$ cat src/enc_pkg.sv
package enc_pkg;

	// sensor count and derived index width.
	localparam int num_channels = 2;
	localparam int chan_bits = (num_channels > 1) ? $clog2(num_channels) : 1;

	// as5311 ssi frame, 12 bits position plus status and parity.
	localparam int frame_bits = 18;
	localparam int frame_cnt_bits = $clog2(frame_bits + 1);

	localparam logic [7:0] op_config = 8'h30;
	localparam logic [7:0] rsp_enc_data = 8'h31;

	typedef logic [chan_bits-1:0] chan_t;

	// first argument word of every command.
	typedef struct packed {
		logic [7:0] opcode;
		logic [23-chan_bits:0] reserved;
		chan_t chan;
	} cmd_header_t;

	// intervals are in systime ticks, zero turns that read off.
	typedef struct packed {
		logic [11:0] divider;
		logic [31:0] data_interval;
		logic [31:0] mag_interval;
	} chan_cfg_t;

	typedef struct packed {
		logic [31:0] start_time;
		logic [frame_bits-1:0] frame;
		logic is_data;
	} enc_report_t;

	typedef struct packed {
		logic [31:0] data;
		logic last;
	} rsp_word_t;

endpackage

$ cat src/ssi_channel.sv
`timescale 1ns/100ps

module ssi_channel (
	input logic clk,
	input logic reset,
	input logic [31:0] systime,
	input enc_pkg::chan_cfg_t cfg,
	input logic cfg_load,
	output logic sclk,
	output logic csn,
	input logic dout,
	output logic rep_valid,
	output enc_pkg::enc_report_t rep,
	input logic rep_ready
);

	typedef enum logic [2:0] {
		ph_idle,
		ph_cs_fall,
		ph_clk_fall,
		ph_clk_rise,
		ph_cs_rise,
		ph_tail
	} phase_t;

	phase_t phase;
	logic enabled;
	logic tick;
	logic [11:0] cnt;
	logic [enc_pkg::frame_cnt_bits-1:0] bits_left;
	logic [enc_pkg::frame_bits-1:0] shreg;
	logic [enc_pkg::frame_bits-1:0] prev_data;
	logic [enc_pkg::frame_bits-1:0] prev_mag;
	logic changed;
	logic [31:0] next_data;
	logic [31:0] next_mag;
	logic data_due;
	logic mag_due;
	logic data_pend;
	logic mag_pend;
	logic [31:0] t_start;
	logic cur_is_data;
	enc_pkg::enc_report_t held;
	logic held_valid;

	assign enabled = cfg.divider != 12'd0;
	assign tick = cnt == 12'd1;
	assign changed = cur_is_data ? (shreg != prev_data) : (shreg != prev_mag);
	assign data_due = enabled && !cfg_load && cfg.data_interval != 32'd0 &&
		systime == next_data;
	assign mag_due = enabled && !cfg_load && cfg.mag_interval != 32'd0 &&
		systime == next_mag;

	// interval timers.
	always_ff @(posedge clk) begin
		if (cfg_load) begin
			next_data <= systime + cfg.data_interval;
			next_mag <= systime + cfg.mag_interval;
		end else begin
			if (data_due)
				next_data <= next_data + cfg.data_interval;
			if (mag_due)
				next_mag <= next_mag + cfg.mag_interval;
		end
	end

	always_ff @(posedge clk) begin
		if (reset) begin
			phase <= ph_idle;
			csn <= 1'b1;
			sclk <= 1'b1;
			data_pend <= 1'b0;
			mag_pend <= 1'b0;
			rep_valid <= 1'b0;
			held_valid <= 1'b0;
			prev_data <= '1;
			prev_mag <= '1;
		end else begin
			// report slot, a held report moves up once the slot is free.
			if (rep_valid && rep_ready) begin
				rep_valid <= 1'b0;
			end else if (!rep_valid && held_valid) begin
				rep <= held;
				rep_valid <= 1'b1;
				held_valid <= 1'b0;
			end

			if (phase != ph_idle && !tick)
				cnt <= cnt - 12'd1;

			if (!enabled) begin
				phase <= ph_idle;
				csn <= 1'b1;
				sclk <= 1'b1;
				data_pend <= 1'b0;
				mag_pend <= 1'b0;
			end else begin
				case (phase)
					ph_idle: begin
						if ((data_pend || mag_pend) && !held_valid) begin
							t_start <= systime;
							cur_is_data <= data_pend;
							if (data_pend)
								data_pend <= 1'b0;
							else
								mag_pend <= 1'b0;
							cnt <= cfg.divider;
							phase <= ph_cs_fall;
						end
					end
					ph_cs_fall: begin
						if (tick) begin
							csn <= 1'b0;
							cnt <= cfg.divider;
							bits_left <= enc_pkg::frame_cnt_bits'(enc_pkg::frame_bits);
							phase <= ph_clk_fall;
						end
					end
					ph_clk_fall: begin
						if (tick) begin
							sclk <= 1'b0;
							cnt <= cfg.divider;
							phase <= ph_clk_rise;
						end
					end
					ph_clk_rise: begin
						if (tick) begin
							// msb first, sampled as sclk goes back high.
							sclk <= 1'b1;
							shreg <= {shreg[enc_pkg::frame_bits-2:0], dout};
							bits_left <= bits_left - enc_pkg::frame_cnt_bits'(1);
							cnt <= cfg.divider;
							phase <= (bits_left == 1) ? ph_cs_rise : ph_clk_fall;
						end
					end
					ph_cs_rise: begin
						if (tick) begin
							csn <= 1'b1;
							cnt <= cfg.divider;
							phase <= ph_tail;
							if (changed) begin
								if (cur_is_data)
									prev_data <= shreg;
								else
									prev_mag <= shreg;
								if (!rep_valid) begin
									rep <= '{start_time: t_start, frame: shreg,
										is_data: cur_is_data};
									rep_valid <= 1'b1;
								end else begin
									held <= '{start_time: t_start, frame: shreg,
										is_data: cur_is_data};
									held_valid <= 1'b1;
								end
							end
						end
					end
					default: begin
						if (tick)
							phase <= ph_idle;
					end
				endcase
			end

			// set last so a request due in the start cycle is not lost.
			if (data_due)
				data_pend <= 1'b1;
			if (mag_due)
				mag_pend <= 1'b1;
		end
	end

endmodule

$ cat config.mk
export PLATFORM = sky130hd
export DESIGN_NAME = ssi_channel
export DESIGN_NICKNAME = d
export VERILOG_FILES = /design/src/enc_pkg.sv /design/src/ssi_channel.sv
export SDC_FILE = /design/constraint.sdc
export NUM_CORES = 1
export LEC_CHECK = 0
export BUFFER_PORTS_ARGS = -buffer_cell sky130_fd_sc_hd__buf_2
export CELL_PAD_IN_SITES_DETAIL_PLACEMENT = 0
export CELL_PAD_IN_SITES_GLOBAL_PLACEMENT = 2
export CORE_MARGIN = 2
export CORE_UTILIZATION = 39
export DETAILED_ROUTE_END_ITERATION = 8
export PLACE_DENSITY_LB_ADDON = 0.1
export SYNTH_ARGS = -nofsm -noshare
export SYNTH_HDL_FRONTEND = slang
export SYNTH_SLANG_ARGS = --single-unit
$ cat constraint.sdc
create_clock -name clk -period 7.7 [get_ports clk]
set_input_delay 1.54 -clock clk [delete_from_list [all_inputs] [get_ports clk]]
set_output_delay 1.54 -clock clk [all_outputs]
set_load 0.05 [all_outputs]
* After elaboration in Yosys (flattened, before gate mapping) *
Cells that the tools add are included.

cells by class
  reduce and logical (&&, ||, !) cells = 38
  bitwise logic cells = 3
  equal/unequal tests = 20
  $add $sub $neg = 6
  muxes and demuxes = 55

operators by type and width
  cell                     number
  $mux W51                 7
  $add A32 B32 Y32         4
  $mux W32                 4
  $eq A32 B32 Y1           2
  $reduce_bool A32 Y1      2
  $mux W12                 4
  $ne A18 B18 Y1           2
  $mux W1                  26
  $pmux W12 S2             1
  $mux W3                  7
  $pmux W3 S5              1
  $reduce_and A5 Y1        3
  $eq A12 B1 Y1 const B    1
  $ne A3 B1 Y1 const B     4
  $reduce_and A6 Y1        2
  $reduce_bool A12 Y1      1
  $reduce_bool A2 Y1       6
  $sub A12 B1 Y12 const B  1
  $mux W5                  2
  $ne A2 B2 Y1 const B     5
  $pmux W5 S2              1
  $logic_and A1 B1 Y1      9
  $reduce_and A3 Y1        3
  $reduce_and A4 Y1        2
  15 further kinds         22

word-level totals
  input bits = 113
  logic and storage cells = 144
  register bits = 279
  output and inout port bits = 54

* Depth between registers and ports, before layout *
Gate-level depths: netlist (run 1).

  depth after elaboration = 9
  depth in mapped cells = 15

* Worst setup path before layout (run 1) *
OpenSTA, ideal clock, no wires.

  path type = input -> register
  start = input port reset
  end = register held[0] (netlist bit), enable pin
  path buffers = 2
  stages on the path = 5
  setup time = 0.460 ns
  arrival time = 5.520 ns
  setup slack = 1.720 ns
  required time = 7.240 ns
  cell sequence = clkbuf_1 > clkbuf_1 > inv_1 > nand2_1 > nor2_1

between the ends
  word-level cells in the longest chain between the ends = 2

RTL lines
  item                         line                source
  start, declared              ssi_channel.sv:5    input logic reset,
  $not A1 Y1 (no line)         --
  $reduce_and A6 Y1 (no line)  --
  end signal, assigned         ssi_channel.sv:151  held <= '{start_time: t_start, frame: shreg,
  end, declared                ssi_channel.sv:43   enc_pkg::enc_report_t held;

Every way passes these cells.
A chain may end at the register's enable or synchronous reset.

* Final worst setup path (run 1) *
  start = input port cfg[67] (netlist bit)
  end = register rep[18] (netlist bit) (data pin)

between the ends
  word-level cells in the longest chain between the ends = 2

RTL lines
  item                  line                source
  start, declared       ssi_channel.sv:7    input enc_pkg::chan_cfg_t cfg,
  $reduce_bool A12 Y1   ssi_channel.sv:46   assign enabled = cfg.divider != 12'd0;
  $mux W51              ssi_channel.sv:91   if (!enabled) begin
  end signal, assigned  ssi_channel.sv:83   rep <= held;
  end signal, assigned  ssi_channel.sv:147  rep <= '{start_time: t_start, frame: shreg,
  end, declared         ssi_channel.sv:13   output enc_pkg::enc_report_t rep,

Every way passes these cells.

==> impl_metrics.json, run 1 <==
{
  "status": "finished, final reports clean",
  "ys_types": 67,
  "routed_wl_um": 45400,
  "hpwl_um": 34000,
  "yosys_warnings": 0,
  "dpl_cell_area_um2": 16700,
  "final_cell_area_um2": 17600,
  "ys_ff_latch": 279,
  "coreArea_um2": 38800,
  "rows": 72,
  "antenna_found_initial": 3,
  "crit_type": "input pin to flop",
  "ant_nets": 0,
  "area_growth_pct": 14.7,
  "finalHoldViolCount": 0,
  "synth_top_area_share_pct": 45.7,
  "synthTopCellsByArea": "edfxtp_1 (46%), dfxtp_1 (5.9%), o22a_1 (5.8%), xor2_1 (5.4%), ha_1 (5.4%)",
  "via_count": 11500,
  "fin_nets": 1743,
  "dr.pass1.iters": 5,
  "die_area_um2": 41000,
  "syn_area_um2": 15400,
  "seq_area_um2": 7930,
  "path_common_cell": "o22a_1",
  "nFillCells": 3711,
  "grt-ovfl-total": 0,
  "period_share_pct": 62.6,
  "globalRouteTotalUtil_pct": 21.8,
  "slowest_delay_ns": 0.82,
  "io_buffers": 166,
  "synthArstFlopShare_pct": 0,
  "critPathMaxFanout": 57,
  "cts.sinks": 279,
  "num_io_pins": 167,
  "grt_max_degree": 60,
  "drive_above_1_share_pct": 15.6,
  "initial_core_util_pct": 39.6,
  "finalSetupTns_ns": 0,
  "syn_nets": 1598,
  "insertion_delay_ns": 0.59,
  "synth.avg_cell_area_um2": 10.9,
  "skew_ns": 0.0172,
  "cp-end-kind": "flop",
  "cts_resized": 0,
  "worst_path_max_delay_cell": "nand2_2",
  "cts_tree": "yes",
  "h-tree-depth": 1,
  "synthFlopType": "edfxtp_1",
  "multiInputGateArea_um2": 6860,
  "netlist_instances": 1417,
  "rsz0062_at_grt": "no",
  "gp_congestion": 0.889,
  "max-cap-violations": 0,
  "via_per_inst": 5.46,
  "diodes": 0,
  "ir_worst_vdd_v": 0.000176,
  "hold_slack_ns": 0.457,
  "fmax_mhz": 207,
  "crit_chain": "buf_2 -> nor4_1 -> nand3_1 -> nand4_1 -> a41o_2 -> buf_4 -> nand2_2 -> o22a_1 -> o22a_1",
  "root_buffer": "clkbuf_16",
  "slew_headroom_pct": 25.1,
  "tightest_slew_ns": 1.12,
  "synth.largest_area_cell": "edfxtp_1",
  "start_kind": "input pin",
  "postCtsHoldBufs": 0,
  "hp-class": "flop to flop",
  "power.density_nw_per_um2": 237,
  "chipWidth_um": 203,
  "first_iter_violations": 709,
  "required_ns": 8.04,
  "drc": 0,
  "clkTransAtPathRegs_ns": 0.06,
  "final_max_slew_viol_count": 0,
  "worst_ep_arrival_time_ns": 5.16,
  "ys_seq_area_share_pct": 51.6,
  "synth_edf_count": 234,
  "period_needed_ns": 4.82,
  "grt_pass1_vias": 11300,
  "cts_post_setup_buffers_inserted": 0,
  "grt_pass1_wl_um": 68500,
  "die_y_um": 203,
  "leakagePower_nw": 6.66,
  "cts_buffer_depth": 3,
  "setup_viol": 0,
  "numCtsBuffers": 31,
  "synth_common_cells": "edfxtp_1 (234), a21oi_1 (109), o21ai_0 (104)",
  "post-synth-top-count-cell": "edfxtp_1",
  "wl_per_cell_um": 21.6
}
[registers in the layout (all words and copies together) (netlist names), 12 cells and up]
signal and flops:
cnt 12, held 51, next_data 32, next_mag 32, prev_data 18, prev_mag 18, rep 51, shreg 18
t_start 32
[metrics by stage]
stage	power, mW	std cells	utilization (%)	setup WS, ns
finish	4.19	2104	45.4	2.88
global route	4.39	2104	45.4	2.64
CTS	4.22	2104	45.4	2.90
global placement	2.79	2047	42.9	2.31
detailed placement	2.78	2047	42.9	2.29
floorplan	2.48	1417	-	1.72
[area by class of cell]
class	instances	area share [%]
multi-input combinational	988	38.9
tap	518	3.68
clock inverter	18	0.724
sequential	279	45.0
timing repair buffer	176	5.14
clock buffer	39	4.74
inverter	86	1.83
[power breakdown]
group          leakage (nW)  internal [mW]  switching, mW
clock network         0.483          0.801          0.630
registers              2.56           1.78         0.0748
logic                  3.62          0.338          0.565
total                  6.66           2.92           1.27
[cell usage in the layout, fill, tap and decap left out, drive strengths merged, types with 43 or more instances in the layout]
| master | netlist | layout |
|---|---|---|
| a21oi | 111 | 111 |
| buf | 30 | 176 |
| dfxtp | 45 | 45 |
| edfxtp | 234 | 234 |
| ha | 66 | 66 |
| inv | 86 | 88 |
| nand2 | 75 | 75 |
| nor2 | 86 | 86 |
| nor3 | 49 | 49 |
| nor4 | 43 | 43 |
| o21ai | 105 | 105 |
| o22a | 102 | 102 |
| xnor2 | 58 | 58 |
| xor2 | 95 | 95 |
[path summary, 6_finish.rpt]
check	cells after the start	start	endpoint	slack, ns
worst min-delay path	0	t_start[20]	held[39]	0.46
worst min register to register	0	t_start[20]	held[39]	0.46
worst max-delay path	9	cfg[67]	rep[18]	2.88
worst max register to register	9	cur_is_data	rep[18]	3.57
[critical path: cells and delay by family]
family / cells / cell delay [ns]
AO/OA/AOI/OAI: 3 / 0.77
buffers and inverters: 2 / 0.73
AND/OR/NAND/NOR: 4 / 2.08
[layer usage]
layer | global-route usage, % | routed length, um | vias to the layer above
li1 | - | - | 5611
met1 | 31.8 | 21700 | 5540
met2 | 34.3 | 20300 | 267
met3 | 2.73 | 2100 | 68
met4 | 6.05 | 1200 | 2
met5 | 0 | 13 | -
[kinds of logic (layout without fill, tap and decap cells)]
kind of cell / Yosys count / in the layout / synth area share, %
xor gates and xnor gates: 153 / 153 / 8.71
DFF: 279 / 279 / 51.6
buffers and inverters: 150 / 319 / 4.03
and+or+nand+nor: 331 / 331 / 10.7
muxes: 24 / 24 / 1.60
adders and majority gates: 68 / 68 / 5.63
AOI/OAI and AO/OA: 412 / 412 / 17.8
Note: power is estimated with default switching activity, not from simulation.
==> inputs of run 2 (changes only) <==
==> constraint.sdc (replaced) <==
create_clock -name clk -period 5.1 [get_ports clk]
set_input_delay 1.02 -clock clk [delete_from_list [all_inputs] [get_ports clk]]
set_output_delay 1.02 -clock clk [all_outputs]
set_load 0.05 [all_outputs]
==> run 2 against run 1 <==
  * Utilization is 0.45 points higher
  * Largest cell class unchanged
  * Register-to-register slack worse by 2.1 ns
  * First-iteration DRC count is 9.0% higher
  * Critical path type unchanged
  * Flip-flop and latch count stayed put
  * Clock power is 68% higher
==> impl_metrics.json, run 2 (same netlist as run 1, synthesis figures left out) <==
{
  "coreArea_um2": 38800,
  "fin_util_pct": 45.9,
  "io_buffers": 166,
  "final_cell_area_um2": 17800,
  "drive_above_1_share_pct": 15.9,
  "power.density_nw_per_um2": 369,
  "initial_core_util_pct": 39.6,
  "layout_commonest_cell": "edfxtp_1",
  "cts_post_setup_buffers_inserted": 0,
  "reg_top3": "held (51), rep (51)",
  "hp-class": "flop to flop",
  "routed_wl_um": 45400,
  "postCtsHoldBufs": 0,
  "rows": 72,
  "fin_nets": 1750,
  "area_growth_pct": 15.8,
  "layout_common_cells": "edfxtp_1 (234), buf_2 (166), a21oi_1 (109)",
  "skew_ns": 0.0177,
  "dr.pass1.iters": 5,
  "wl_per_cell_um": 21.5,
  "final_max_slew_viol_count": 0,
  "via_per_inst": 5.46,
  "setup_viol": 0,
  "num_io_pins": 167,
  "clkTransAtPathRegs_ns": 0.07,
  "dpl_cell_area_um2": 16700,
  "period_needed_ns": 4.14,
  "cts.sinks": 279,
  "cts_buffer_depth": 3,
  "p_total_mw": 6.57,
  "grt-ovfl-total": 0,
  "globalRouteTotalUtil_pct": 21.9,
  "leakagePower_nw": 6.74,
  "via_count": 11500,
  "start_kind": "input pin",
  "drc": 0,
  "required_ns": 5.44,
  "diodes": 0,
  "worst_ep_arrival_time_ns": 4.47,
  "h-tree-depth": 1,
  "period_share_pct": 81.2,
  "ir_worst_vdd_v": 0.000288,
  "status": "finished, final reports clean",
  "fmax_mhz": 242,
  "gp_congestion": 0.913,
  "crit_type": "input pin to flop",
  "first_iter_violations": 773,
  "antenna_found_initial": 0,
  "cts_resized": 0,
  "slew_headroom_pct": 37.9,
  "grt_max_degree": 64,
  "rsz0062_at_grt": "no",
  "hold_slack_ns": 0.458,
  "numCtsBuffers": 31,
  "grt_pass1_wl_um": 69100,
  "critPathMaxFanout": 27,
  "insertion_delay_ns": 0.58,
  "root_buffer": "clkbuf_16",
  "ant_nets": 0,
  "chipWidth_um": 203,
  "hpwl_um": 34400,
  "finalHoldViolCount": 0,
  "tightest_slew_ns": 0.929,
  "finalSetupTns_ns": 0,
  "cts_tree": "yes",
  "die_y_um": 203,
  "die_area_um2": 41000,
  "max-cap-violations": 0,
  "grt_pass1_vias": 11500,
  "cp-end-kind": "flop"
}
-- run 2: through the flow --
| stage | cells | setup slack [ns] |
|---|---|---|
| floorplan | 1417 | 0.283 |
| finish | 2112 | 0.961 |
| global route | 2112 | 0.748 |
| global placement | 2054 | 0.468 |
| CTS | 2112 | 1.05 |
| detailed placement | 2054 | 0.453 |
-- run 2: power breakdown --
group          switching, mW  internal, mW  leakage [nW]
clock                  0.933          1.47         0.531
sequential             0.127          2.68          2.56
combinational          0.845         0.514          3.65
-- run 2: worst paths after layout --
kind | startpoint | endpoint | slack, ns | cells after the start
worst max-delay path | cfg_load | next_mag[25] | 0.96 | 11
worst max register to register | cnt[1] | held[35] | 1.49 | 9
worst min-delay path | t_start[30] | held[49] | 0.46 | 0
worst min register to register | t_start[30] | held[49] | 0.46 | 0
-- run 2: worst max-delay path, cell delays in order --
cell     delay, ns
buf_2         0.43
o21ai_0       0.23
ha_1          0.41
nand2_1       0.13
o31a_1        0.32
o31ai_1       0.59
o21ai_1       0.22
o21ai_0       0.45
a221o_1       0.26
nand2_1       0.06
a311o_1       0.31
-- run 2: area by class of cell --
cell class,count,area [um2]
clock inverter,15,235
timing repair buffer,183,958
fill,3721,21000
tap,518,648
clock buffer,43,851
sequential,279,7930
multi-input combinational,988,6860
inverter,86,323
-- run 2: per-layer routing --
layer  vias to the layer above  GRT usage (%)  share of wire [%]  wire length [um]
met5                         -              0                  0                 0
met4                         0           4.67                2.1               958
met3                        54           2.71                4.3              1970
met2                       250           35.9                 46             21100
met1                      5591           31.2                 47             21400
li1                       5627              -                  -                 -
