<file path="config.mk">
export PLATFORM = sky130hd
export DESIGN_NAME = enc_cmd_decoder
export DESIGN_NICKNAME = d
export VERILOG_FILES = /design/src/enc_pkg.sv /design/src/enc_cmd_decoder.sv
export SDC_FILE = /design/constraint.sdc
export NUM_CORES = 1
export LEC_CHECK = 0
export ABC_AREA = 1
export BUFFER_PORTS_ARGS = -buffer_cell sky130_fd_sc_hd__buf_4
export CORE_MARGIN = 2
export CORE_UTILIZATION = 52
export CTS_CLUSTER_DIAMETER = 200
export DETAILED_ROUTE_END_ITERATION = 10
export MAX_ROUTING_LAYER = met4
export PLACE_DENSITY = 0.86
export SLEW_MARGIN = 10
export SYNTH_ARGS = -nofsm -noshare
export SYNTH_HDL_FRONTEND = slang
export SYNTH_SLANG_ARGS = --single-unit
</file>
<file path="constraint.sdc">
create_clock -name clk -period 3.6 [get_ports clk]
set_clock_uncertainty 0.2 [all_clocks]
set_input_delay 0.72 -clock clk [delete_from_list [all_inputs] [get_ports clk]]
set_output_delay 0.72 -clock clk [all_outputs]
set_load 0.01 [all_outputs]
</file>
<file path="src/enc_pkg.sv">
package enc_pkg;

	// sensor count and derived index width.
	localparam int num_channels = 2;
	localparam int chan_bits = (num_channels > 1) ? $clog2(num_channels) : 1;

	// as5311 ssi frame, 12 bits position plus status and parity.
	localparam int frame_bits = 18;
	localparam int frame_cnt_bits = $clog2(frame_bits + 1);

	localparam logic [7:0] op_config = 8'h30;
	localparam logic [7:0] rsp_enc_data = 8'h31;

	typedef logic [chan_bits-1:0] chan_t;

	// first argument word of every command.
	typedef struct packed {
		logic [7:0] opcode;
		logic [23-chan_bits:0] reserved;
		chan_t chan;
	} cmd_header_t;

	// intervals are in systime ticks, zero turns that read off.
	typedef struct packed {
		logic [11:0] divider;
		logic [31:0] data_interval;
		logic [31:0] mag_interval;
	} chan_cfg_t;

	typedef struct packed {
		logic [31:0] start_time;
		logic [frame_bits-1:0] frame;
		logic is_data;
	} enc_report_t;

	typedef struct packed {
		logic [31:0] data;
		logic last;
	} rsp_word_t;

endpackage

</file>
<file path="src/enc_cmd_decoder.sv">
`timescale 1ns/100ps

module enc_cmd_decoder (
	input logic clk,
	input logic reset,
	input logic arg_valid,
	input logic [31:0] arg_data,
	output logic arg_ready,
	output logic cmd_done,
	output enc_pkg::chan_cfg_t cfg [enc_pkg::num_channels],
	output logic [enc_pkg::num_channels-1:0] cfg_load
);

	typedef enum logic [1:0] {
		st_header,
		st_divider,
		st_data_int,
		st_mag_int
	} state_t;

	state_t state;
	enc_pkg::cmd_header_t hdr;
	enc_pkg::chan_t chan;
	logic [11:0] staged_div;
	logic [31:0] staged_data_int;

	// one argument word per cycle, the host is never stalled.
	assign arg_ready = 1'b1;
	assign hdr = arg_data;

	always_ff @(posedge clk) begin
		if (reset) begin
			state <= st_header;
			cmd_done <= 1'b0;
			cfg_load <= '0;
			for (int i = 0; i < enc_pkg::num_channels; i++) begin
				cfg[i] <= '0;
			end
		end else begin
			cmd_done <= 1'b0;
			cfg_load <= '0;
			if (arg_valid && arg_ready) begin
				case (state)
					st_header: begin
						chan <= hdr.chan;
						if (hdr.opcode == enc_pkg::op_config) begin
							state <= st_divider;
						end else begin
							// unknown opcodes carry no arguments.
							cmd_done <= 1'b1;
						end
					end
					st_divider: begin
						staged_div <= arg_data[11:0];
						state <= st_data_int;
					end
					st_data_int: begin
						staged_data_int <= arg_data;
						state <= st_mag_int;
					end
					default: begin
						// commit all three words at once so the channel
						// never runs on a half written configuration.
						cfg[chan] <= '{
							divider: staged_div,
							data_interval: staged_data_int,
							mag_interval: arg_data
						};
						cfg_load[chan] <= 1'b1;
						cmd_done <= 1'b1;
						state <= st_header;
					end
				endcase
			end
		end
	end

endmodule

</file>
After elaboration in Yosys (flattened, before gate mapping):

Cells that the tools add are included.

* register bits: 202
* bits of input ports: 35
* output and inout bits: 156
* logic and storage cells: 45

* $lt $le $gt $ge: 4
* equal/unequal tests: 4
* mux-type cells: 9
* bitwise logic cells: 4
* reductions and logical operators: 12

Operators with widths (number)
* $bwmux 152: 1
* $demux 76 s1: 1
* $mux 76: 1
* $reduce_and 3->1: 3
* $eq 8x6->1 const B: 1
* $pmux 2 s3: 1
* $reduce_or 5->1: 1
* $reduce_and 2->1: 2
* $reduce_or 2->1: 2
* $not 1->1: 3
* $reduce_or 3->1: 1
* $eq 2x1->1 const B: 1
* $eq 2x2->1 const B: 1
* $ge 2x2->1 const B: 1
* $logic_and 1x1->1: 2
* $logic_not 2->1: 1
* $lt 1x2->1 const B: 1
* $lt 2x1->1 const B: 1
* $mux 1: 2
* $mux 2: 1
* $ne 2x2->1 const B: 1
* $not 1->2: 1
* $pmux 1 s2: 1
* $demux 1 s1: 1
* $ge 1x1->1 const B: 1

Longest topological paths before layout:

Gate-level depths: netlist of the first run.

* depth in word-level cells: 6
* depth in mapped cells: 8
* depth with buffers taken out: 8

Worst setup path after synthesis of the first run:

No wires, ideal clock.

* path kind: input port to flip-flop
* from: in arg_valid
* to: reg staged_data_int[0], enable pin
* library setup time: 0.421 ns
* data arrival time: 2.300 ns
* data required time: 2.979 ns
* slack: 0.679 ns
* stages: 4
* buffers on the path: 0
* cells stage by stage: inv_1 > nor2_1 > inv_1 > nor2_1

* cells in the longest elaborated chain, start to end: 1

RTL lines
* from (decl): RTL line enc_cmd_decoder.sv:6 `input logic arg_valid,`
* $reduce_and 3->1 (no line)
* to (signal assigned): RTL line enc_cmd_decoder.sv:58 `staged_data_int <= arg_data;`
* to (decl): RTL line enc_cmd_decoder.sv:25 `logic [31:0] staged_data_int;`

Every way passes these cells.
A chain may end at the register's enable or synchronous reset.

Worst setup path after layout of the first run:

* from: reg state[0]
* to: reg cfg[148] in the netlist's numbering

* cells in the longest elaborated chain, start to end: 4
* elaborated cells on any way between the ends: 6
* classes of those cells: eq/ne (2); bitwise (1); reduce/logical (3)

RTL lines
* from (decl): RTL line enc_cmd_decoder.sv:21 `state_t state;`
* from (signal assigned): RTL line enc_cmd_decoder.sv:33 `state <= st_header;`
* from (signal assigned): RTL line enc_cmd_decoder.sv:47 `state <= st_divider;`
* from (signal assigned): RTL line enc_cmd_decoder.sv:55 `state <= st_data_int;`
* $eq 2x2->1 (tied with other cells): RTL line enc_cmd_decoder.sv:43 `case (state)`
* $reduce_or 3->1 (no line) (*)
* $not 1->1 (no line) (*)
* $reduce_and 2->1 (no line) (*)
* to (signal, indexed assignment): RTL line enc_cmd_decoder.sv:64 `cfg[chan] <= '{`
* to (decl): RTL line enc_cmd_decoder.sv:10 `output enc_pkg::chan_cfg_t cfg [enc_pkg::num_channels],`

Mark *: on every way between the ends. The rest lies on a longest branch, timed or not.

==> metrics.txt, run 1 <==
CTS tree=done; vias per cell=5.03; #FFs+latches synth=202; post-synthesis cell count=751; worst skew pair latency=0.47 ns; DR WL/cell=15.0 um; Syn Area/Cell=9.36 sq um; RR Startpoint=state[0]$_SDFFE_PP0P_; H-tree depth=1; RSZ-0062 raised after global routing=no; Final Hold Viols=0; Layout area overhead=29.2%; largest net degree at the start of global routing=153; HPWL Detailed=10.6 mm; layout cells sized above 1=0.249; fin crit share=0.539; drt first pass iters=5; filler instances=1042; required time of the critical path=3.80 ns; Setup Fix Bufs, Post-CTS=0; power density cells=475 mW/mm^2; Core Box Area=0.0132 sq mm; Comb pwr share=0.024; final core utilization=0.686; Final WS setup=1.66 ns; hold_ws=0.235 ns; vias in the first global route=5312; syn nets=790; Vias=5583; Critical Path Fanout Max=47; initial antenna violation count=0; HP Class=input pin to register; Multi-input gate area=0.00191 sq mm; post-cts sizing count=0; pre-CTS setup slack=1.41 ns; hold depth=1; drt initial violations=533; # hold bufs at CTS=0; top-count cell post-synth=dfxtp_1; Routed Antenna Nets=0; Peak VDD IR=0.000362 V; setup_tns=0 ns; met2 wire length=7.92 mm; reg2reg setup slack=1.66 ns; internal power=3.45 mW; DRC viols=0; clock transition at the registers of the reported paths=0.06 ns; Initial Utilization=0.531; Post-synth EDFFs=45; Worst-Margin Slew=0.556 ns; top-area cell type share of the netlist area=0.447; register area=0.00449 sq mm; Sw Ratio=0.201; Die ar.=0.0145 sq mm; share of total power in sequential cells=0.537; global placer's final weighted congestion=0.914; routed wire length=16.6 mm; row cnt=42; Layout Nets=958; CP Class=register to register; met3 routed WL=960 um; Antenna Cells=0; port bufs=189; Clock Sink Count=202; NetSw=0.865 mW; synth warn=0; CP arrival=2.14 ns; Final setup viols=0; Cell Area, Synth=0.00703 sq mm; clk buf depth=3; max cap viols=0; first-pass GRT wire length=26.4 mm; critical path startpoint=state[0]$_SDFFE_PP0P_; Design Area, Final=0.00908 sq mm; Placement Cell Area=0.00849 sq mm; Post-synth ARST share=0; die width=120 um; status=finished clean; Overall Global Routing Usage=0.232; depth of the worst register-to-register path=7; CP endpoint kind=register; Max-slew headroom=0.629; sequential element share of the synthesized area=0.639; clock power share=0.439; cts bufs inserted=20; CP Launch Type=register; cell taking the most area after synthesis=dfxtp_1; Pleak=3.88 nW; uppermost layer routed=met4; crit path capture=cfg[148]$_SDFFE_PP0P_; number of distinct library cells after synthesis=19; CTS root buffer=clkbuf_16; Die Y=120 um; worst r2r dst=cfg[148]$_SDFFE_PP0P_; fmax=515 MHz; crit path time final=1.94 ns; wire length on met1=7.05 mm; main flop type after synthesis=dfxtp_1; Area contributors post-synth=dfxtp_1 45%, edfxtp_1 19%, nor2_1 8.0%, a21oi_1 5.8%, o21ai_0 5.6%; Commonest cells post-synth=157 x dfxtp_1, 149 x nor2_1, 91 x inv_1; IO Pins=191; grt ovf=0; Slew Viols, Final=0
==> worst min-delay path by stage <==
stage	startpoint	end	slack, ns
final	arg_data[23]	staged_data_int[23]$_DFFE_PP_	0.23
after global routing	arg_data[25]	staged_data_int[25]$_DFFE_PP_	0.21
after CTS	arg_data[23]	staged_data_int[23]$_DFFE_PP_	0.21
after detailed placement	cfg[3]$_SDFFE_PP0P_	cfg[3]$_SDFFE_PP0P_	0.24
after global placement	cfg[7]$_SDFFE_PP0P_	cfg[7]$_SDFFE_PP0P_	0.23
after floorplan	state[1]$_SDFFE_PP0P_	state[1]$_SDFFE_PP0P_	0.27
==> sequential cells by signal (all words and copies together), names as in the netlist <==
name / cells
staged_div: 12
chan: 1
state: 2
cmd_done: 1
cfg: 152
staged_data_int: 32
cfg_load: 2
==> layout make-up <==
type | instances | area share
Sequential cell | 202 | 0.495
Timing Repair Buffer | 195 | 0.167
Multi-Input combinational cell | 407 | 0.210
Tap cell | 176 | 0.0242
Clock buffer | 30 | 0.0627
Inverter | 93 | 0.0386
Clock inverter | 6 | 0.00331
==> metrics by stage <==
| step | power (mW) | cells |
|---|---|---|
| 2_1_floorplan | 2.41 | 751 |
| 4_1_cts | 4.35 | 1109 |
| 3_5_place_dp | 2.47 | 1073 |
| 3_3_place_gp | 2.47 | 1073 |
| 6_report | 4.31 | 1109 |
| 5_1_grt | 4.48 | 1109 |
==> cells by family (layout without fill, tap and decap cells) <==
family	Yosys count	after routing	synth area share
other	1	1	0.000533
AO/OA/AOI/OAI	238	238	0.172
flip-flops	202	202	0.639
buffers and inverters	142	324	0.0922
adder cells (fa/ha/maj)	4	4	0.00712
AND/OR/NAND/NOR	164	164	0.0892
==> cell usage in the layout, fill, tap and decap left out, drive strengths merged <==
cell type  count
buf          195
dfxtp        157
o21ai        152
nor2         150
inv           92
a21oi         86
edfxtp        45
clkbuf        30
nand2         11
clkinv         7
ha             4
nand3          3
conb           1
==> metal layers <==
layer / up-vias / track usage
met5: - / -
met4: 0 / 0.102
met3: 58 / 0.0401
met2: 208 / 0.363
met1: 2551 / 0.298
li1: 2766 / -
==> critical path: stages (launching register included) <==
cell	delay [ns]
dfxtp_1	0.34
ha_1	0.26
nand2_1	0.13
nor2_4	0.05
inv_2	0.37
buf_12	0.31
nor2_1	0.08
nor2_1	0.12
==> power groups by stage <==
stage / registers [mW] / clock network [mW] / logic [mW]
after floorplan: 2.37 / 0 / 0.0445
after global placement: 2.37 / 0 / 0.102
after detailed placement: 2.37 / 0 / 0.102
after CTS: 2.32 / 1.93 / 0.103
after global routing: 2.32 / 2.05 / 0.114
final: 2.32 / 1.89 / 0.103
Note: power is estimated with default switching activity, not from simulation.
==> run 2, diff against run 1 <==
- CORE_UTILIZATION: 52 -> 47
- PLACE_DENSITY: 0.86 -> 0.83
- clock period: 3.6 -> 1.7 ns (I/O delays scaled with it)
==> run 2 against run 1 <==
  * Register-to-register slack worse by 1.6 ns
  * Setup slack lost 1.6 ns
  * Combinational power rose to 3.0 times the previous value
  * Clock-buffer cell count increased by 2
  * Die area rose by 10%
  * Non-clock buffer count grew 50
  * Power is 120% higher
  * Final area rose by 7.3%
  * First-iteration DRC count decreased by 16%
  * Sequential power grew 110%
  * Hold slack worse by 0.052 ns
  * Critical endpoint is now staged_data_int[25]$_DFFE_PP_
  * Largest power group unchanged
  * Highest routed layer unchanged
==> metrics.txt, run 2 (synthesized netlist as in run 1, its figures left out) <==
Overall Global Routing Usage=0.229; Die ar.=0.0160 sq mm; CTS root buffer=clkbuf_16; layout cells sized above 1=0.260; fmax=602 MHz; Final Hold Viols=0; Final WS setup=0.0391 ns; filler instances=1055; CP arrival=1.64 ns; drt initial violations=446; DR WL/cell=16.0 um; Peak VDD IR=0.000593 V; worst skew pair latency=0.47 ns; hold_ws=0.183 ns; grt ovf=0; Final setup viols=0; crit path time final=1.66 ns; HP Class=input pin to register; Top Registers=cfg: 152 flops, staged_data_int: 32 flops, staged_div: 12 flops; setup_tns=0 ns; global placer's final weighted congestion=0.805; power density cells=964 mW/mm^2; Layout Nets=1009; vias in the first global route=5665; Core Box Area=0.0146 sq mm; Critical Path Fanout Max=15; clock transition at the registers of the reported paths=0.06 ns; Initial Utilization=0.482; DRC viols=0; Vias=5831; Pleak=4.16 nW; Slew Viols, Final=0; status=finished clean; port bufs=189; most frequent cells in the layout=195 x buf_4, 155 x dfxtp_1, 145 x nor2_1; HPWL Detailed=11.4 mm; max cap viols=0; CP endpoint kind=register; Routed Antenna Nets=0; depth of the worst register-to-register path=6; Die Y=126 um; H-tree depth=1; cts bufs inserted=21; hold depth=5; CP Launch Type=register; initial antenna violation count=0; largest net degree at the start of global routing=57; vias per cell=5.00; fin crit share=0.977; Antenna Cells=0; CTS tree=done; IO Pins=191; die width=126 um; Layout area overhead=38.7%; most flop-heavy register=cfg; Clock Sink Count=202; CP Class=register to register; pre-CTS setup slack=0.0433 ns; most common cell after layout, fill and taps aside=buf_4; clk buf depth=3; row cnt=44; max reg flops=152; first-pass GRT wire length=28.8 mm; required time of the critical path=1.68 ns; routed wire length=18.6 mm; drt first pass iters=5
[run 2: cell types whose count changed in the layout (fill, tap and decap cells not counted), moves of 3 or more]
cell           delta
dlygate4sd3_1    +33
clkinv_2          -4
buf_6             +3
nor2_1            -3
buf_4             +4
buf_12            +7
clkbuf_16         +3
[run 2: path summary, 6_finish.rpt]
path | to | startpoint | slack [ns]
max | staged_data_int[25]$_DFFE_PP_ | state[0]$_SDFFE_PP0P_ | 0.04
min | state[1]$_SDFFE_PP0P_ | arg_valid | 0.18
max reg2reg | staged_data_int[25]$_DFFE_PP_ | state[0]$_SDFFE_PP0P_ | 0.04
min reg2reg | cfg[12]$_SDFFE_PP0P_ | cfg[12]$_SDFFE_PP0P_ | 0.24
[run 2: layout make-up]
type	instances	area [sq um]	share of cell area
Timing Repair Buffer	245	2110	0.216
Tap cell	184	230	0.0236
Sequential cell	202	4500	0.461
Multi-Input combinational cell	407	1930	0.198
Clock inverter	4	18.8	0.00192
Clock buffer	32	608	0.0624
Inverter	93	352	0.0361
[run 2: power breakdown]
group	leakage, nW	switching, mW	internal, mW
Sequential	1.67	0.00373	4.90
Clock	0.308	1.73	2.46
Combinational	2.19	0.161	0.150
Total	4.16	1.89	7.51
[run 2: critical path, cell delays in order (launching register included)]
cell	delay (ns)
dfxtp_2	0.33
buf_4	0.14
inv_1	0.08
ha_1	0.17
inv_2	0.05
nor2_4	0.19
buf_12	0.20
[run 2: repair_timing]
item	in CTS	in global routing
endpoints found under the hold margin	96	0
buffers inserted	0	4
resized for setup	0	15
hold buffers	34	0
setup endpoints to repair	0	132
[run 2: per-layer routing]
metal,routed length [um],part of all wire,global-route usage,vias to the layer above
met4,657,0.035,0.0944,0
met2,8990,0.48,0.373,211
li1,-,-,-,2879
met5,0,0,-,-
met1,8000,0.43,0.288,2688
met3,977,0.052,0.0342,53
[run 2: through the flow]
step	power [mW]	area [sq um]	utilization	std cells
floorplan	5.11	7040	-	751
global placement	5.24	8660	0.594	1091
detailed placement	5.25	8660	0.594	1091
CTS	9.47	9630	0.660	1161
global route	9.70	9750	0.668	1167
finish	9.40	9750	0.668	1167
==> run 3, diff against run 2 <==
--- a/config.mk
+++ b/config.mk
@@ -8,4 +8,5 @@
 export ABC_AREA = 1
 export BUFFER_PORTS_ARGS = -buffer_cell sky130_fd_sc_hd__buf_4
+export CORE_ASPECT_RATIO = 0.75
 export CORE_MARGIN = 2
 export CORE_UTILIZATION = 47
==> constraint.sdc (replaced) <==
create_clock -name clk -period 1.7 [get_ports clk]
set_clock_uncertainty 0.2 [all_clocks]
set_input_delay 0.17 -clock clk [delete_from_list [all_inputs] [get_ports clk]]
set_output_delay 0.17 -clock clk [all_outputs]
set_load 0.01 [all_outputs]
==> run 3 against run 2 <==
  * Power decreased by 2.0%
  * Final area decreased by 0.91%
  * Critical path type is now input pin to register
  * Wire length decreased by 3.2%
  * Combinational power decreased by 5%
  * Register-to-register slack improved by 0.07 ns
  * Global-route usage increased by 0.083 points
  * Highest routed layer unchanged
  * Final cell count increased by 0.69%
==> metrics.txt, run 3 (synthesized netlist as in run 1, its figures left out) <==
cts bufs inserted=19; Top Registers=cfg: 152 flops, staged_data_int: 32 flops, staged_div: 12 flops; vias per cell=4.86; Layout Nets=1001; most common cell after layout, fill and taps aside=buf_4; Clock Sink Count=202; grt ovf=0; delay-heaviest family, CP=buffers and inverters; HPWL Detailed=11.7 mm; vias in the first global route=5573; Antenna Cells=0; port bufs=189; row cnt=38; DRC viols=0; power density cells=953 mW/mm^2; CTS root buffer=clkbuf_16; DR WL/cell=15.3 um; Final WS setup=0.100 ns; Vias=5705; Slew Viols, Final=0; Initial Utilization=0.483; register area=0.00450 sq mm; Pleak=4.11 nW; Layout area overhead=37.5%; Die ar.=0.0160 sq mm; CP cell instances=dlygate4sd3_1, buf_4, inv_1, nor2_1, inv_1, nor2_1, buf_4; max reg flops=152; slowest CP cell=dlygate4sd3_1; CTS tree=done; drt first pass iters=5; setup_tns=0 ns; first-pass GRT wire length=28.8 mm; routed wire length=18.0 mm; HP Class=input pin to register; largest net degree at the start of global routing=75; most frequent cells in the layout=192 x buf_4, 155 x dfxtp_1, 148 x nor2_1; filler instances=1127; die width=145 um; Overall Global Routing Usage=0.230; Multi-input gate area=0.00192 sq mm; layout cells sized above 1=0.250; H-tree depth=1; global placer's final weighted congestion=0.829; drt initial violations=389; Critical Path Fanout Max=8; CP Launch Type=input pin; Peak VDD IR=0.000610 V; status=finished clean; max incr delay on CP=0.53 ns; Core Box Area=0.0145 sq mm; initial antenna violation count=0; Final setup viols=0; fmax=625 MHz; Final Hold Viols=0; clock transition at the registers of the reported paths=0.06 ns; Die Y=110 um; CP arrival=1.59 ns; fin crit share=0.941; RSZ-0062 raised after global routing=no; required time of the critical path=1.69 ns; most flop-heavy register=cfg; CP endpoint kind=register; buffers plus inverters on the worst setup path=5; CP Class=input pin to register; clk buf depth=3; pre-CTS setup slack=0.0172 ns; max cap viols=0; worst skew pair latency=0.48 ns; crit path time final=1.60 ns; Routed Antenna Nets=0; IO Pins=191
run 3: worst reg2reg max path, stage by stage, from the launching register on:
cell,delay (ns)
edfxtp_1,0.51
nand3_4,0.19
buf_12,0.27
o21ai_0,0.17
a21oi_1,0.16
run 3: layout make-up:
class | instances | area share
clock inverters | 4 | 0.00233
inverters | 93 | 0.0364
multi-input cells | 407 | 0.199
clock buffers | 30 | 0.0587
repair buffers | 239 | 0.213
flip-flops and latches | 202 | 0.465
well taps | 200 | 0.0259
run 3: routing by layer:
layer | up-vias | routed length [um] | share of wire | GRT usage
li1 | 2861 | - | - | -
met1 | 2641 | 8040 | 0.45 | 0.295
met2 | 181 | 8490 | 0.47 | 0.372
met3 | 22 | 1190 | 0.066 | 0.0535
met4 | 0 | 307 | 0.017 | 0.0602
met5 | - | 0 | 0 | -
run 3: timing repair:
action                                  4_1_cts  5_1_grt
hold buffers                                 34        0
endpoints found under the setup margin        4       59
buffers inserted                              1        0
gates resized for setup                       2        2
cloned                                        1        0
pin swaps                                     1        1
hold endpoints to repair                    122        0
run 3: where the power goes:
part,internal (mW),switching [mW],total [mW]
sequential,4.90,0.00450,4.90
combinational,0.144,0.152,0.297
clock,2.29,1.71,4.01
total,7.34,1.87,9.21
run 3: stage by stage:
stage	hold WS (ns)	instance area, sq um	cells	power, mW	util
after floorplan	0.0391	7040	751	5.11	-
after global placement	0.168	8680	1105	5.24	0.596
after detailed placement	0.167	8680	1105	5.24	0.596
after CTS	0.207	9660	1175	9.30	0.664
after global routing	0.218	9660	1175	9.50	0.664
final	0.233	9660	1175	9.21	0.664
run 3: worst paths after layout:
| kind | start | to | slack [ns] | cells past startpoint |
|---|---|---|---|---|
| worst max-delay path | arg_valid | staged_div[3]$_DFFE_PP_ | 0.10 | 7 |
| worst min-delay path | arg_data[14] | staged_data_int[14]$_DFFE_PP_ | 0.23 | 2 |
| worst max register to register | chan$_DFFE_PP_ | cfg[33]$_SDFFE_PP0P_ | 0.11 | 4 |
| worst min register to register | cfg[14]$_SDFFE_PP0P_ | cfg[14]$_SDFFE_PP0P_ | 0.24 | 2 |
